$ cat config.mk
export PLATFORM = sky130hd
export DESIGN_NAME = cbus_axi_bridge_flat
export DESIGN_NICKNAME = d
export VERILOG_FILES = /design/src/hdl/axi_pkg.sv /design/src/hdl/cbus_pkg.sv /design/src/hdl/axi_if.sv /design/src/hdl/cbus_if.sv /design/src/hdl/cbus_axi_bridge.sv /design/src/flat_wrapper.sv
export SDC_FILE = /design/constraint.sdc
export NUM_CORES = 1
export LEC_CHECK = 0
export BUFFER_PORTS_ARGS = -buffer_cell sky130_fd_sc_hd__buf_2
export CAP_MARGIN = 20
export CORE_AREA = 2 2 102 104
export DETAILED_ROUTE_END_ITERATION = 10
export DIE_AREA = 0 0 104 106
export PLACE_DENSITY = 0.75
export SLEW_MARGIN = 10
export SYNTH_ARGS = -nofsm -noshare
export SYNTH_HDL_FRONTEND = slang
export SYNTH_SLANG_ARGS = --single-unit
$ cat constraint.sdc
create_clock -name clk -period 3.86 [get_ports clk]
set_input_delay 0.193 -clock clk [delete_from_list [all_inputs] [get_ports clk]]
set_output_delay 0.193 -clock clk [all_outputs]
set_load 0.01 [all_outputs]
$ cat src/hdl/axi_pkg.sv
package axi_pkg;

    // bursts of at most 4 beats
    localparam int axi_len_bits = 2;

    // beat count minus one
    typedef logic [axi_len_bits-1:0] axi_len_t;

    // log2 of bytes per beat, always 2 here
    typedef logic [2:0] axi_size_t;

    // burst encodings as on the AxBURST lines
    typedef enum logic [1:0] {
        burst_fixed = 2'b00,
        burst_incr  = 2'b01,
        burst_wrap  = 2'b10
    } axi_burst_t;

    // one strobe bit per data byte
    typedef logic [3:0] axi_strb_t;

    // all bytes written, no narrow or partial beats
    localparam axi_strb_t axi_full_strobe = '1;

endpackage

$ cat src/hdl/cbus_pkg.sv
package cbus_pkg;

    // byte address on both sides of the bridge
    typedef logic [31:0] addr_t;

    // one data word, the cache bus and AXI share this width
    typedef logic [31:0] word_t;

    // log2 of the transfer length in words, 0 to 4 in use
    typedef logic [2:0] cbus_order_t;

    // width of (word count - 1) for a transfer of up to 16 words
    localparam int cbus_len_bits = 4;

endpackage

$ cat src/hdl/axi_if.sv
interface axi_if;

    // read address
    logic                ar_valid;
    logic                ar_ready;
    cbus_pkg::addr_t     ar_addr;
    axi_pkg::axi_len_t   ar_len;
    axi_pkg::axi_size_t  ar_size;
    axi_pkg::axi_burst_t ar_burst;

    // read data
    logic                r_valid;
    logic                r_ready;
    cbus_pkg::word_t     r_data;
    logic                r_last;

    // write address
    logic                aw_valid;
    logic                aw_ready;
    cbus_pkg::addr_t     aw_addr;
    axi_pkg::axi_len_t   aw_len;
    axi_pkg::axi_size_t  aw_size;
    axi_pkg::axi_burst_t aw_burst;

    // write data
    logic                w_valid;
    logic                w_ready;
    cbus_pkg::word_t     w_data;
    axi_pkg::axi_strb_t  w_strb;
    logic                w_last;

    // write response, always okay
    logic                b_valid;
    logic                b_ready;

    modport manager (
        output ar_valid, ar_addr, ar_len, ar_size, ar_burst, input ar_ready,
        input  r_valid, r_data, r_last, output r_ready,
        output aw_valid, aw_addr, aw_len, aw_size, aw_burst, input aw_ready,
        output w_valid, w_data, w_strb, w_last, input w_ready,
        input  b_valid, output b_ready
    );

    modport subordinate (
        input  ar_valid, ar_addr, ar_len, ar_size, ar_burst, output ar_ready,
        output r_valid, r_data, r_last, input r_ready,
        input  aw_valid, aw_addr, aw_len, aw_size, aw_burst, output aw_ready,
        input  w_valid, w_data, w_strb, w_last, output w_ready,
        output b_valid, input b_ready
    );

endinterface

$ cat src/hdl/cbus_if.sv
interface cbus_if;

    // request side, held by the requester until last
    logic                  valid;
    logic                  is_write;
    cbus_pkg::addr_t       addr;
    cbus_pkg::cbus_order_t order;
    cbus_pkg::word_t       wdata;

    // one okay pulse per word, last with the final one
    logic                  okay;
    logic                  last;
    cbus_pkg::word_t       rdata;

    modport requester (
        output valid, is_write, addr, order, wdata,
        input  okay, last, rdata
    );

    modport bridge (
        input  valid, is_write, addr, order, wdata,
        output okay, last, rdata
    );

endinterface

$ cat src/hdl/cbus_axi_bridge.sv
module cbus_axi_bridge #(
    parameter bit burst_wrap = 1'b1
) (
    input logic    clk,
    input logic    resetn,
    cbus_if.bridge cbus,
    axi_if.manager axi
);

    localparam int len_bits   = cbus_pkg::cbus_len_bits;
    localparam int round_bits = len_bits - axi_pkg::axi_len_bits;

    localparam axi_pkg::axi_burst_t burst_type =
        burst_wrap ? axi_pkg::burst_wrap : axi_pkg::burst_incr;

    // 4 bytes per beat
    localparam axi_pkg::axi_size_t word_size = 3'd2;

    typedef enum logic [1:0] {
        idle,
        transfer,
        request,
        waiting
    } state_t;

    state_t                state;
    cbus_pkg::addr_t       current_addr;
    logic [round_bits-1:0] round_cnt;
    axi_pkg::axi_len_t     len_cnt;

    logic [len_bits:0]     num_words;
    logic [round_bits-1:0] num_round;
    axi_pkg::axi_len_t     axi_len;
    cbus_pkg::addr_t       addr_step;
    cbus_pkg::addr_t       req_addr;

    logic addr_phase;
    logic addr_ok;
    logic rw_handshake;
    logic resp_ok;
    logic is_last;
    logic is_final;

    // words - 1 splits into rounds - 1 (upper bits) and beats - 1 (lower bits)
    assign num_words = (len_bits + 1)'(1) << cbus.order;
    assign {num_round, axi_len} = len_bits'(num_words - 1'b1);

    // each round starts one full burst further on
    assign addr_step = cbus_pkg::addr_t'({1'b0, axi_len} + 3'd1) << 2;

    assign is_last  = len_cnt == '0;
    assign is_final = is_last && round_cnt == '0;

    // only one of AR and AW is ever requested, so either ready will do
    assign addr_ok      = cbus.is_write ? axi.aw_ready : axi.ar_ready;
    // slave only raises these while we are in transfer
    assign rw_handshake = axi.w_ready || axi.r_valid;
    assign resp_ok      = axi.b_valid;

    // the final write beat of a burst is reported once B arrives
    assign cbus.okay  = (cbus.is_write && is_last) ? resp_ok : rw_handshake;
    assign cbus.last  = is_final && cbus.okay;
    assign cbus.rdata = axi.r_data;

    // address channels
    assign addr_phase = (state == idle && cbus.valid) || state == request;
    assign req_addr   = (state == idle) ? cbus.addr : current_addr;

    assign axi.ar_valid = addr_phase && !cbus.is_write;
    assign axi.ar_addr  = req_addr;
    assign axi.ar_len   = axi_len;
    assign axi.ar_size  = word_size;
    assign axi.ar_burst = burst_type;

    assign axi.aw_valid = addr_phase && cbus.is_write;
    assign axi.aw_addr  = req_addr;
    assign axi.aw_len   = axi_len;
    assign axi.aw_size  = word_size;
    assign axi.aw_burst = burst_type;

    // data and response channels
    assign axi.w_valid = state == transfer && cbus.is_write;
    assign axi.w_data  = cbus.wdata;
    assign axi.w_strb  = axi_pkg::axi_full_strobe;
    assign axi.w_last  = is_last;

    assign axi.r_ready = state == transfer && !cbus.is_write;
    assign axi.b_ready = state == waiting;

    always_ff @(posedge clk) begin
        if (resetn) begin
            state        <= idle;
            current_addr <= '0;
            round_cnt    <= '0;
            len_cnt      <= '0;
        end else begin
            case (state)
                idle: begin
                    if (cbus.valid && addr_ok) begin
                        state        <= transfer;
                        current_addr <= cbus.addr;
                        round_cnt    <= num_round;
                        len_cnt      <= axi_len;
                    end
                end

                transfer: begin
                    if (rw_handshake) begin
                        if (is_final) begin
                            state <= cbus.is_write ? waiting : idle;
                        end else if (is_last) begin
                            state        <= cbus.is_write ? waiting : request;
                            current_addr <= current_addr + addr_step;
                        end else begin
                            len_cnt <= len_cnt - 1'b1;
                        end
                    end
                end

                request: begin
                    if (addr_ok) begin
                        state     <= transfer;
                        round_cnt <= round_cnt - 1'b1;
                        len_cnt   <= axi_len;
                    end
                end

                waiting: begin
                    if (resp_ok) begin
                        state <= is_final ? idle : request;
                    end
                end

                default: state <= idle;
            endcase
        end
    end

endmodule

$ cat src/flat_wrapper.sv
// flat-port wrapper written by rule: the top's interface ports become plain ports
module cbus_axi_bridge_flat 
#(
    parameter bit burst_wrap = 1'b1
)
  (clk, resetn, cbus_valid, cbus_is_write, cbus_addr, cbus_order, cbus_wdata, cbus_okay, cbus_last, cbus_rdata, axi_ar_valid, axi_ar_addr, axi_ar_len, axi_ar_size, axi_ar_burst, axi_ar_ready, axi_r_valid, axi_r_data, axi_r_last, axi_r_ready, axi_aw_valid, axi_aw_addr, axi_aw_len, axi_aw_size, axi_aw_burst, axi_aw_ready, axi_w_valid, axi_w_data, axi_w_strb, axi_w_last, axi_w_ready, axi_b_valid, axi_b_ready);
  cbus_if cbus_i ();
  axi_if axi_i ();
  input logic clk;
  input logic resetn;
  input wire logic [$bits(cbus_i.valid)-1:0] cbus_valid;
  input wire logic [$bits(cbus_i.is_write)-1:0] cbus_is_write;
  input wire logic [$bits(cbus_i.addr)-1:0] cbus_addr;
  input wire logic [$bits(cbus_i.order)-1:0] cbus_order;
  input wire logic [$bits(cbus_i.wdata)-1:0] cbus_wdata;
  output wire logic [$bits(cbus_i.okay)-1:0] cbus_okay;
  output wire logic [$bits(cbus_i.last)-1:0] cbus_last;
  output wire logic [$bits(cbus_i.rdata)-1:0] cbus_rdata;
  output wire logic [$bits(axi_i.ar_valid)-1:0] axi_ar_valid;
  output wire logic [$bits(axi_i.ar_addr)-1:0] axi_ar_addr;
  output wire logic [$bits(axi_i.ar_len)-1:0] axi_ar_len;
  output wire logic [$bits(axi_i.ar_size)-1:0] axi_ar_size;
  output wire logic [$bits(axi_i.ar_burst)-1:0] axi_ar_burst;
  input wire logic [$bits(axi_i.ar_ready)-1:0] axi_ar_ready;
  input wire logic [$bits(axi_i.r_valid)-1:0] axi_r_valid;
  input wire logic [$bits(axi_i.r_data)-1:0] axi_r_data;
  input wire logic [$bits(axi_i.r_last)-1:0] axi_r_last;
  output wire logic [$bits(axi_i.r_ready)-1:0] axi_r_ready;
  output wire logic [$bits(axi_i.aw_valid)-1:0] axi_aw_valid;
  output wire logic [$bits(axi_i.aw_addr)-1:0] axi_aw_addr;
  output wire logic [$bits(axi_i.aw_len)-1:0] axi_aw_len;
  output wire logic [$bits(axi_i.aw_size)-1:0] axi_aw_size;
  output wire logic [$bits(axi_i.aw_burst)-1:0] axi_aw_burst;
  input wire logic [$bits(axi_i.aw_ready)-1:0] axi_aw_ready;
  output wire logic [$bits(axi_i.w_valid)-1:0] axi_w_valid;
  output wire logic [$bits(axi_i.w_data)-1:0] axi_w_data;
  output wire logic [$bits(axi_i.w_strb)-1:0] axi_w_strb;
  output wire logic [$bits(axi_i.w_last)-1:0] axi_w_last;
  input wire logic [$bits(axi_i.w_ready)-1:0] axi_w_ready;
  input wire logic [$bits(axi_i.b_valid)-1:0] axi_b_valid;
  output wire logic [$bits(axi_i.b_ready)-1:0] axi_b_ready;
  assign cbus_i.valid = cbus_valid;
  assign cbus_i.is_write = cbus_is_write;
  assign cbus_i.addr = cbus_addr;
  assign cbus_i.order = cbus_order;
  assign cbus_i.wdata = cbus_wdata;
  assign cbus_okay = cbus_i.okay;
  assign cbus_last = cbus_i.last;
  assign cbus_rdata = cbus_i.rdata;
  assign axi_ar_valid = axi_i.ar_valid;
  assign axi_ar_addr = axi_i.ar_addr;
  assign axi_ar_len = axi_i.ar_len;
  assign axi_ar_size = axi_i.ar_size;
  assign axi_ar_burst = axi_i.ar_burst;
  assign axi_i.ar_ready = axi_ar_ready;
  assign axi_i.r_valid = axi_r_valid;
  assign axi_i.r_data = axi_r_data;
  assign axi_i.r_last = axi_r_last;
  assign axi_r_ready = axi_i.r_ready;
  assign axi_aw_valid = axi_i.aw_valid;
  assign axi_aw_addr = axi_i.aw_addr;
  assign axi_aw_len = axi_i.aw_len;
  assign axi_aw_size = axi_i.aw_size;
  assign axi_aw_burst = axi_i.aw_burst;
  assign axi_i.aw_ready = axi_aw_ready;
  assign axi_w_valid = axi_i.w_valid;
  assign axi_w_data = axi_i.w_data;
  assign axi_w_strb = axi_i.w_strb;
  assign axi_w_last = axi_i.w_last;
  assign axi_i.w_ready = axi_w_ready;
  assign axi_i.b_valid = axi_b_valid;
  assign axi_b_ready = axi_i.b_ready;
  cbus_axi_bridge #(.burst_wrap(burst_wrap)) u_core (.clk(clk), .resetn(resetn), .cbus(cbus_i), .axi(axi_i));
endmodule
Word-level counts from Yosys, hierarchy flattened. Cells that the tools add are included.

Input bits: 109. Register bits: 38. Output and inout port bits: 154.

Add/subtract/negate cells: 5. Eq/ne operators: 11. Shifts and indexed selects: 1. Reductions and logical operators: 22. Multiplexer cells: 27.

Operators with widths (number): 32-bit 2-to-1 mux (5); 32-bit case mux with 2 select lines (1); 32-bit adder (1); 2-bit 2-to-1 mux (15); 5-bit AND reduction (2); 1-bit logical AND (9); 2-bit != test, second input constant (4); 2-bit case mux with 4 select lines (1); 2-bit zero test (3); 2-bit by 1-bit != test with 1-bit output, second input constant (3); 2-bit case mux with 3 select lines (1); 6-bit AND reduction (1); 2-bit equality test, second input constant (2); 2-bit case mux with 2 select lines (1); 2-bit nonzero test (2); 1-bit by 3-bit << shifter with 4-bit output, first input constant (1); 2-bit by 1-bit subtractor with 2-bit output, second input constant (2); 4-bit by 1-bit subtractor with 4-bit output, second input constant (1); 2-bit by 1-bit adder with 3-bit output, second input constant (1); 1-bit 2-to-1 mux (3); 3-bit by 1-bit != test with 1-bit output, second input constant (1); 3-bit AND reduction (1); 3-bit nonzero test (1); 2-bit by 1-bit equality test with 1-bit output, second input constant (1); other kinds (2) (3).

Longest topological paths before layout. Gate-level depths: netlist (run 1).

Depth in word-level cells: 8. Depth in mapped cells: 10. Gate-level depth less buffers: 10.

Worst setup path before layout (run 1). Ideal clock, no wire load.

Path type: in2reg. Start: in cbus_order[0]. End: reg u_core.current_addr[24]. Buffers on the path: 0. Data arrival time: 2.674 ns. Stages on the path: 10. Slack: 1.107 ns. Path through: or3_1 -> inv_1 -> ha_1 -> inv_1 -> fa_1 -> nor2b_1 -> o21ai_1 -> or3_4 -> or4_1 -> o211ai_1.

Cells in the longest elaborated chain, start to end: 8.

RTL lines: from (decl) (RTL line flat_wrapper.sv:14) `input wire logic [$bits(cbus_i.order)-1:0] cbus_order;`; 1-bit by 3-bit << shifter with 4-bit output (RTL line cbus_axi_bridge.sv:45) `assign num_words = (len_bits + 1)'(1) << cbus.order;`; 4-bit by 1-bit subtractor with 4-bit output (RTL line cbus_axi_bridge.sv:46) `assign {num_round, axi_len} = len_bits'(num_words - 1'b1);`; 2-bit by 1-bit adder with 3-bit output (RTL line cbus_axi_bridge.sv:49) `assign addr_step = cbus_pkg::addr_t'({1'b0, axi_len} + 3'd1) << 2;`; 32-bit adder (RTL line cbus_axi_bridge.sv:113) `current_addr <= current_addr + addr_step;`; 32-bit 2-to-1 mux (RTL line cbus_axi_bridge.sv:111) `end else if (is_last) begin`; 32-bit 2-to-1 mux (RTL line cbus_axi_bridge.sv:109) `if (is_final) begin`; 32-bit 2-to-1 mux (RTL line cbus_axi_bridge.sv:108) `if (rw_handshake) begin`; 32-bit case mux with 2 select lines (RTL line cbus_axi_bridge.sv:97) `case (state)`; to (signal assigned) (RTL line cbus_axi_bridge.sv:101) `current_addr <= cbus.addr;`; to (signal assigned) (RTL line cbus_axi_bridge.sv:113); to (decl) (RTL line cbus_axi_bridge.sv:27) `cbus_pkg::addr_t current_addr;`.

No other way between the ends. The select of a mux whose other input is x is not followed. A chain may end at the register's enable or synchronous reset.

Final worst setup path (run 1). Ends and elaborated chain as after synthesis.

==> results.toml, run 1 <==
[clock_tree]
postCtsSetupRepairBufs = 0
cts_root_buf = "clkbuf_8"
tritoncts = "yes"
clock_path_buffers = 2
clkTransAtPathRegs_ns = 0.09
cts_htree_levels = 2
cts_buffers = 5
post_cts_resized = 0
clock_sinks = 38
holdBufCountCts = 0
clock_latency_ns = 0.30

[synthesis]
ys_warn_count = 0
yosysTopAreaCell = "buf_4"
synth_cell_types = 61
synth_cells = 497
synth_area_leaders = "buf_4 22%, dfxtp_1 20%, mux2_2 9.3%"
synth-async-reset-ratio = 0
synth-seq-cells = 38
synth_edf_count = 0
synthFlopType = "dfxtp_1"
ys_seq_area_frac = 0.202
synth_top_cell_area_share = 0.224
netlist_area_mm2 = 0.00376
syn_avg_cell_area_um2 = 7.57

[critical_path]
path_class = "in2reg"
r2r_end = "u_core.current_addr[24]"
r2r_setup_slack_ns = 1.15
crit_fanout = 10
cp.arrival_ns = 3.11
critical_path.top_delay_family = "simple AND/OR/NAND/NOR gates"
crit_required_ns = 4.08
reg2reg_depth = 8
critPathMaxStageDelay_ns = 0.49
cp_common_cell = "inv_1"
slowest_stage = "or3_4"
r2r-start = "u_core.current_addr[2]"
cp_cell_sequence = "buf_2 -> or3_1 -> inv_1 -> ha_1 -> inv_1 -> fa_1 -> nor2b_1 -> o21ai_1 -> or3_4 -> or4_1 -> o211ai_1"
worstSetupStartpointType = "input pin"
cp_num_buf_inv = 3
endpoint_kind = "flip-flop"

[finish]
mostFrequentLayoutCell = "buf_2"
layout.nets = 618
syn2layout_area_growth_pct = 0.599
insertedDiodeCount = 0
drive_above_1_share = 0.346
mostFrequentLayoutCells = "119 x buf_2, 43 x nand2_1, 38 x dfxtp_1, 31 x mux2_2, 29 x a21oi_1"
fin_util = 0.378

[global_routing]
grt_max_degree = 47
grt_usage = 0.166
overflow = 0
grt_pass1_vias = 3177
antenna_found_initial = 0
grt_pass1_wl_um = 15300

[routing]
antenna_left = 0
wl_per_cell_um = 15.1
drt_first_pass_iters = 5
via_per_inst = 5.31
dr.first_iter.drc_count = 148
vias = 3396
wl_um = 9630
drc = 0

[die]
core-area_mm2 = 0.0100
die_h_um = 106
die_area_mm2 = 0.0110
placementRows = 37
start_util = 0.376
io_pins = 263
die_x_um = 104

[placed_design]
dp_hpwl_um = 7220
gp_congestion = 0.843
place_ws_ns = 0.672
portBuffers = 119

[timing]
max_freq_mhz = 346
setup_viol = 0
hold_viol = 0
worst_slack_ns = 0.970
setup_tns_ns = 0
slew_headroom = 0.403
holdWs_ns = 0.153
grt_setup_unrepaired = "no"
fin_crit_sh = 0.749
min_period_ns = 2.89
slew_viol_final = 0
tightest_slew_ns = 0.896
fin_skew_ns = 0.0108

[worst_hold_path]
hold_start = "cbus_addr[1]"
whs_endpoint = "u_core.current_addr[1]"
hold_class = "in2reg"
hold_depth = 3

[power_and_ir_drop]
p_per_area_mw_per_mm2 = 344
total_power_mw = 1.30
irDropWorstVdd_mv = 0.169
leakagePower_nw = 1.60

[run]
cap_violations = 0

[status]
status = "finished, final reports clean"
[synthesized netlist by cell type, drive strengths merged, types with 3 or more instances]
cell type	instances
buf	119
nand2	43
dfxtp	38
mux2	31
a21oi	29
nor2	29
clkbuf	19
nand3	19
o21ai	19
inv	13
nor3	13
a211oi	9
a31oi	9
and3	9
nor4	9
o31ai	7
a21o	6
and2	6
ha	6
a22oi	5
nand4	4
o311ai	4
or3	4
a311oi	3
nor2b	3
or4	3
[cell type report]
class / instances / area, µm²
clock buffers: 5 / 68.8
well taps: 136 / 170
repair buffers: 124 / 633
inverters: 13 / 48.8
clock inverters: 3 / 40.0
multi-input cells: 320 / 2060
fillers: 1065 / 6220
flip-flops and latches: 38 / 761
[worst register-to-register path, cell delays in order (launching register included)]
cell and delay [ns]:
dfxtp_1 0.36, ha_1 0.20, inv_1 0.06, fa_1 0.38
nor2b_1 0.32, o21ai_1 0.32, or3_4 0.49, or4_1 0.41
o211ai_1 0.10
[how the worst max path moves through the flow]
stage                        startpoint                      end  slack (ns)  depth (start not counted)
after floorplan           cbus_order[0]  u_core.current_addr[24]        1.11                         10
after global placement    cbus_order[0]  u_core.current_addr[24]        0.77                         11
after detailed placement  cbus_order[0]  u_core.current_addr[24]        0.67                         11
after CTS                 cbus_order[0]  u_core.current_addr[24]        0.98                         11
after global routing      cbus_order[0]  u_core.current_addr[30]        0.72                         11
final                     cbus_order[0]  u_core.current_addr[24]        0.97                         11
[per-stage QoR]
step                instances  cell area, µm²
global placement          631            3670
global route              639            3780
detailed placement        631            3670
CTS                       639            3780
finish                    639            3780
floorplan                 509            3810
[cells by family (layout without fill, tap and decap cells)]
logic type	after synthesis	count (layout)	share of synthesized area
AO/OA/AOI/OAI	111	111	0.194
flip-flops	38	38	0.202
AND/OR/NAND/NOR	154	154	0.211
adder cells (fa/ha/maj)	7	7	0.0253
buffers and inverters	151	145	0.266
other	2	14	0.00200
XOR/XNOR	1	1	0.00233
multiplexers	33	33	0.0981
[per-layer routing]
metal	vias to the layer above	GRT usage	share of wire
li1	1657	-	-
met4	0	0.0569	0.019
met5	-	0	0
met1	1566	0.199	0.41
met2	150	0.291	0.49
met3	23	0.0399	0.081
[registers in the layout (all words and copies together), names as in the netlist]
signal	cells
u_core.len_cnt	2
u_core.current_addr	32
u_core.round_cnt	2
u_core.state	2
[power breakdown]
part | internal [mW] | total [mW] | switching [mW]
logic | 0.209 | 0.486 | 0.276
registers | 0.428 | 0.474 | 0.0458
clock network | 0.190 | 0.342 | 0.152
No activity file was read; power rests on OpenSTA's default activity.
==> run 2: changes to the inputs <==
--- a/config.mk
+++ b/config.mk
@@ -5,12 +5,13 @@
 export SDC_FILE = /design/constraint.sdc
 export NUM_CORES = 1
 export LEC_CHECK = 0
+export ABC_AREA = 1
 export BUFFER_PORTS_ARGS = -buffer_cell sky130_fd_sc_hd__buf_2
 export CAP_MARGIN = 20
-export CORE_AREA = 2 2 102 104
+export CORE_ASPECT_RATIO = 0.8
+export CORE_UTILIZATION = 44
 export DETAILED_ROUTE_END_ITERATION = 10
-export DIE_AREA = 0 0 104 106
-export PLACE_DENSITY = 0.75
+export PLACE_DENSITY = 0.83
 export SLEW_MARGIN = 10
 export SYNTH_ARGS = -nofsm -noshare
 export SYNTH_HDL_FRONTEND = slang
==> constraint.sdc (replaced) <==
create_clock -name clk -period 2.95 [get_ports clk]
set_input_delay 0.1475 -clock clk [delete_from_list [all_inputs] [get_ports clk]]
set_output_delay 0.1475 -clock clk [all_outputs]
set_load 0.01 [all_outputs]
==> run 2 against run 1 <==
Combinational power rose to 4.4 times the previous value. Power rose to 2.7 times the previous value. Critical endpoint is now u_core.current_addr[27]. Non-clock buffer count down 2. Register-to-register slack worse by 0.28 ns. Cell area up 8.0%. First-iteration DRC count up 110%. Core utilization up 7.4 points. Sequential cell count unchanged. Largest power group unchanged. Via count up 21%. Die area down 12%. Largest cell class unchanged.
==> results.toml, run 2 <==
[status]
status = "finished, final reports clean"

[placed_design]
placed_cells = 826
dp_hpwl_um = 8280
dpl_cell_area_mm2 = 0.00394
portBuffers = 119
place_ws_ns = 0.501
gp_congestion = 0.928

[finish]
stdcell_count = 835
drive_above_1_share = 0.202
fillCellCount = 991
layout.nets = 834
multiInputGateArea_mm2 = 0.00215
fin_util = 0.452
mostFrequentLayoutCells = "213 x nand2_1, 119 x buf_2, 84 x nor2_1, 65 x inv_1, 56 x o21ai_0"
largest-register = "u_core.current_addr"
mostFrequentLayoutCell = "nand2_1"
regArea_um2 = 761
final_cell_area_mm2 = 0.00409
syn2layout_area_growth_pct = -0.336
largest_register_ffs = 32

[die]
die_h_um = 88.3
start_util = 0.454
placementRows = 31
core-area_mm2 = 0.00904
die_area_mm2 = 0.00971
io_pins = 263
die_x_um = 110

[timing]
setup_tns_ns = 0
worst_slack_ns = 0.794
slew_viol_final = 0
hold_viol = 0
max_freq_mhz = 464
fin_crit_sh = 0.731
slew_headroom = 0.568
grt_setup_unrepaired = "no"
min_period_ns = 2.16
holdWs_ns = 0.151
tightest_slew_ns = 0.648
setup_viol = 0
fin_skew_ns = 0.00839

[power_and_ir_drop]
netSwitchingFraction = 0.510
total_power_mw = 3.54
combPwrFrac = 0.601
p_per_area_mw_per_mm2 = 866
power.switching_mw = 1.80
irDropWorstVdd_mv = 0.567
clkPwrFrac = 0.158
p_int_mw = 1.74
leakagePower_nw = 1.90
seqPwrFrac = 0.242

[clock_tree]
tritoncts = "yes"
postCtsSetupRepairBufs = 0
cts_htree_levels = 2
clkTransAtPathRegs_ns = 0.06
cts_root_buf = "clkbuf_16"
cts_buffers = 5
clock_sinks = 38
clock_path_buffers = 2
clock_latency_ns = 0.29
holdBufCountCts = 0
post_cts_resized = 0

[synthesis]
syn_avg_cell_area_um2 = 5.74
synth-seq-cells = 38
synth_top_cell_area_share = 0.209
synth_edf_count = 0
synthFlopType = "dfxtp_1"
synth-async-reset-ratio = 0
ys_seq_area_frac = 0.186
synth_area_leaders = "buf_4 21%, nand2_1 20%, dfxtp_1 19%"
ys_warn_count = 0
netlist_area_mm2 = 0.00410
yosysTopAreaCell = "buf_4"
synthTopCellsByCount = "213 x nand2_1, 114 x buf_4, 85 x nor2_1, 65 x inv_1, 56 x o21ai_0"
synth_cell_types = 31
synth_cells = 714
yosysMostFrequentCell = "nand2_1"

[run]
cap_violations = 0

[critical_path]
cp_cell_sequence = "buf_2 -> nor3_1 -> inv_1 -> ha_1 -> ha_1 -> inv_1 -> nand2_1 -> nand3_1 -> nor2_1 -> nand2_1 -> nand2_1 -> nand3_1 -> nand2_1 -> a21oi_1"
path_class = "in2reg"
worstSetupStartpointType = "input pin"
endpoint_kind = "flip-flop"
cp_common_cell = "nand2_1"
slowest_stage = "ha_1"
critical_path.top_delay_family = "simple AND/OR/NAND/NOR gates"
crit_required_ns = 3.10
critPathMaxStageDelay_ns = 0.33
crit_fanout = 5
cp.arrival_ns = 2.30
cp_num_buf_inv = 3

[global_routing]
antenna_found_initial = 1
overflow = 0
grt_pass1_wl_um = 17000
grt_usage = 0.226
grt_pass1_vias = 3578
grt_max_degree = 47

[routing]
drt_first_pass_iters = 5
drc = 0
dr.first_iter.drc_count = 315
wl_per_cell_um = 12.9
antenna_left = 0
via_per_inst = 4.92
wl_um = 10800
vias = 4106

[worst_hold_path]
hold_class = "in2reg"
run 2: final timing paths:
check                                             from                      end  slack [ns]  depth (start not counted)
worst max-delay path                     cbus_order[0]  u_core.current_addr[27]        0.79                         14
worst min-delay path                      cbus_addr[1]   u_core.current_addr[1]        0.15                          3
worst max register to register  u_core.current_addr[2]  u_core.current_addr[20]        0.87                         13
worst min register to register       u_core.len_cnt[1]        u_core.len_cnt[1]        0.46                          2
run 2: worst reg2reg max path, stage by stage, from the launching register on:
cell and delay, ns:
dfxtp_1 0.35, ha_1 0.18, inv_1 0.05, fa_1 0.38
inv_1 0.11, nand3_1 0.07, nand2_1 0.17, nand2_1 0.10
nor2_1 0.14, nand3_1 0.09, nand2_1 0.11, nand2_1 0.05
nand2_1 0.07, a21oi_1 0.06
run 2: cell families after synthesis:
group / synth area share
AND/OR/NAND/NOR: 0.339
adder cells (fa/ha/maj): 0.0232
XOR/XNOR: 0.00427
buffers and inverters: 0.301
other: 0.00183
flip-flops: 0.186
AO/OA/AOI/OAI: 0.145
run 2: layer usage:
layer | vias to the layer above | global-route usage | routed length (µm)
met2 | 221 | 0.347 | 4390
met1 | 1754 | 0.298 | 4950
met4 | 0 | 0.0570 | 104
met3 | 14 | 0.0847 | 1340
met5 | - | 0 | 0
li1 | 2117 | - | -
run 2: cell type report:
type | count | area share
repair buffers | 122 | 0.151
clock buffers | 7 | 0.0349
diodes | 1 | 0.000613
flip-flops and latches | 38 | 0.186
clock inverters | 1 | 0.00123
inverters | 69 | 0.0634
multi-input cells | 482 | 0.527
well taps | 115 | 0.0352
run 2: power groups by stage:
stage	registers [mW]	logic, mW	clock network (mW)
6_report	0.855	2.13	0.558
4_1_cts	0.848	2.14	0.558
5_1_grt	0.879	2.43	0.579
2_1_floorplan	0.794	1.86	0
3_3_place_gp	0.856	2.10	0
3_5_place_dp	0.860	2.13	0
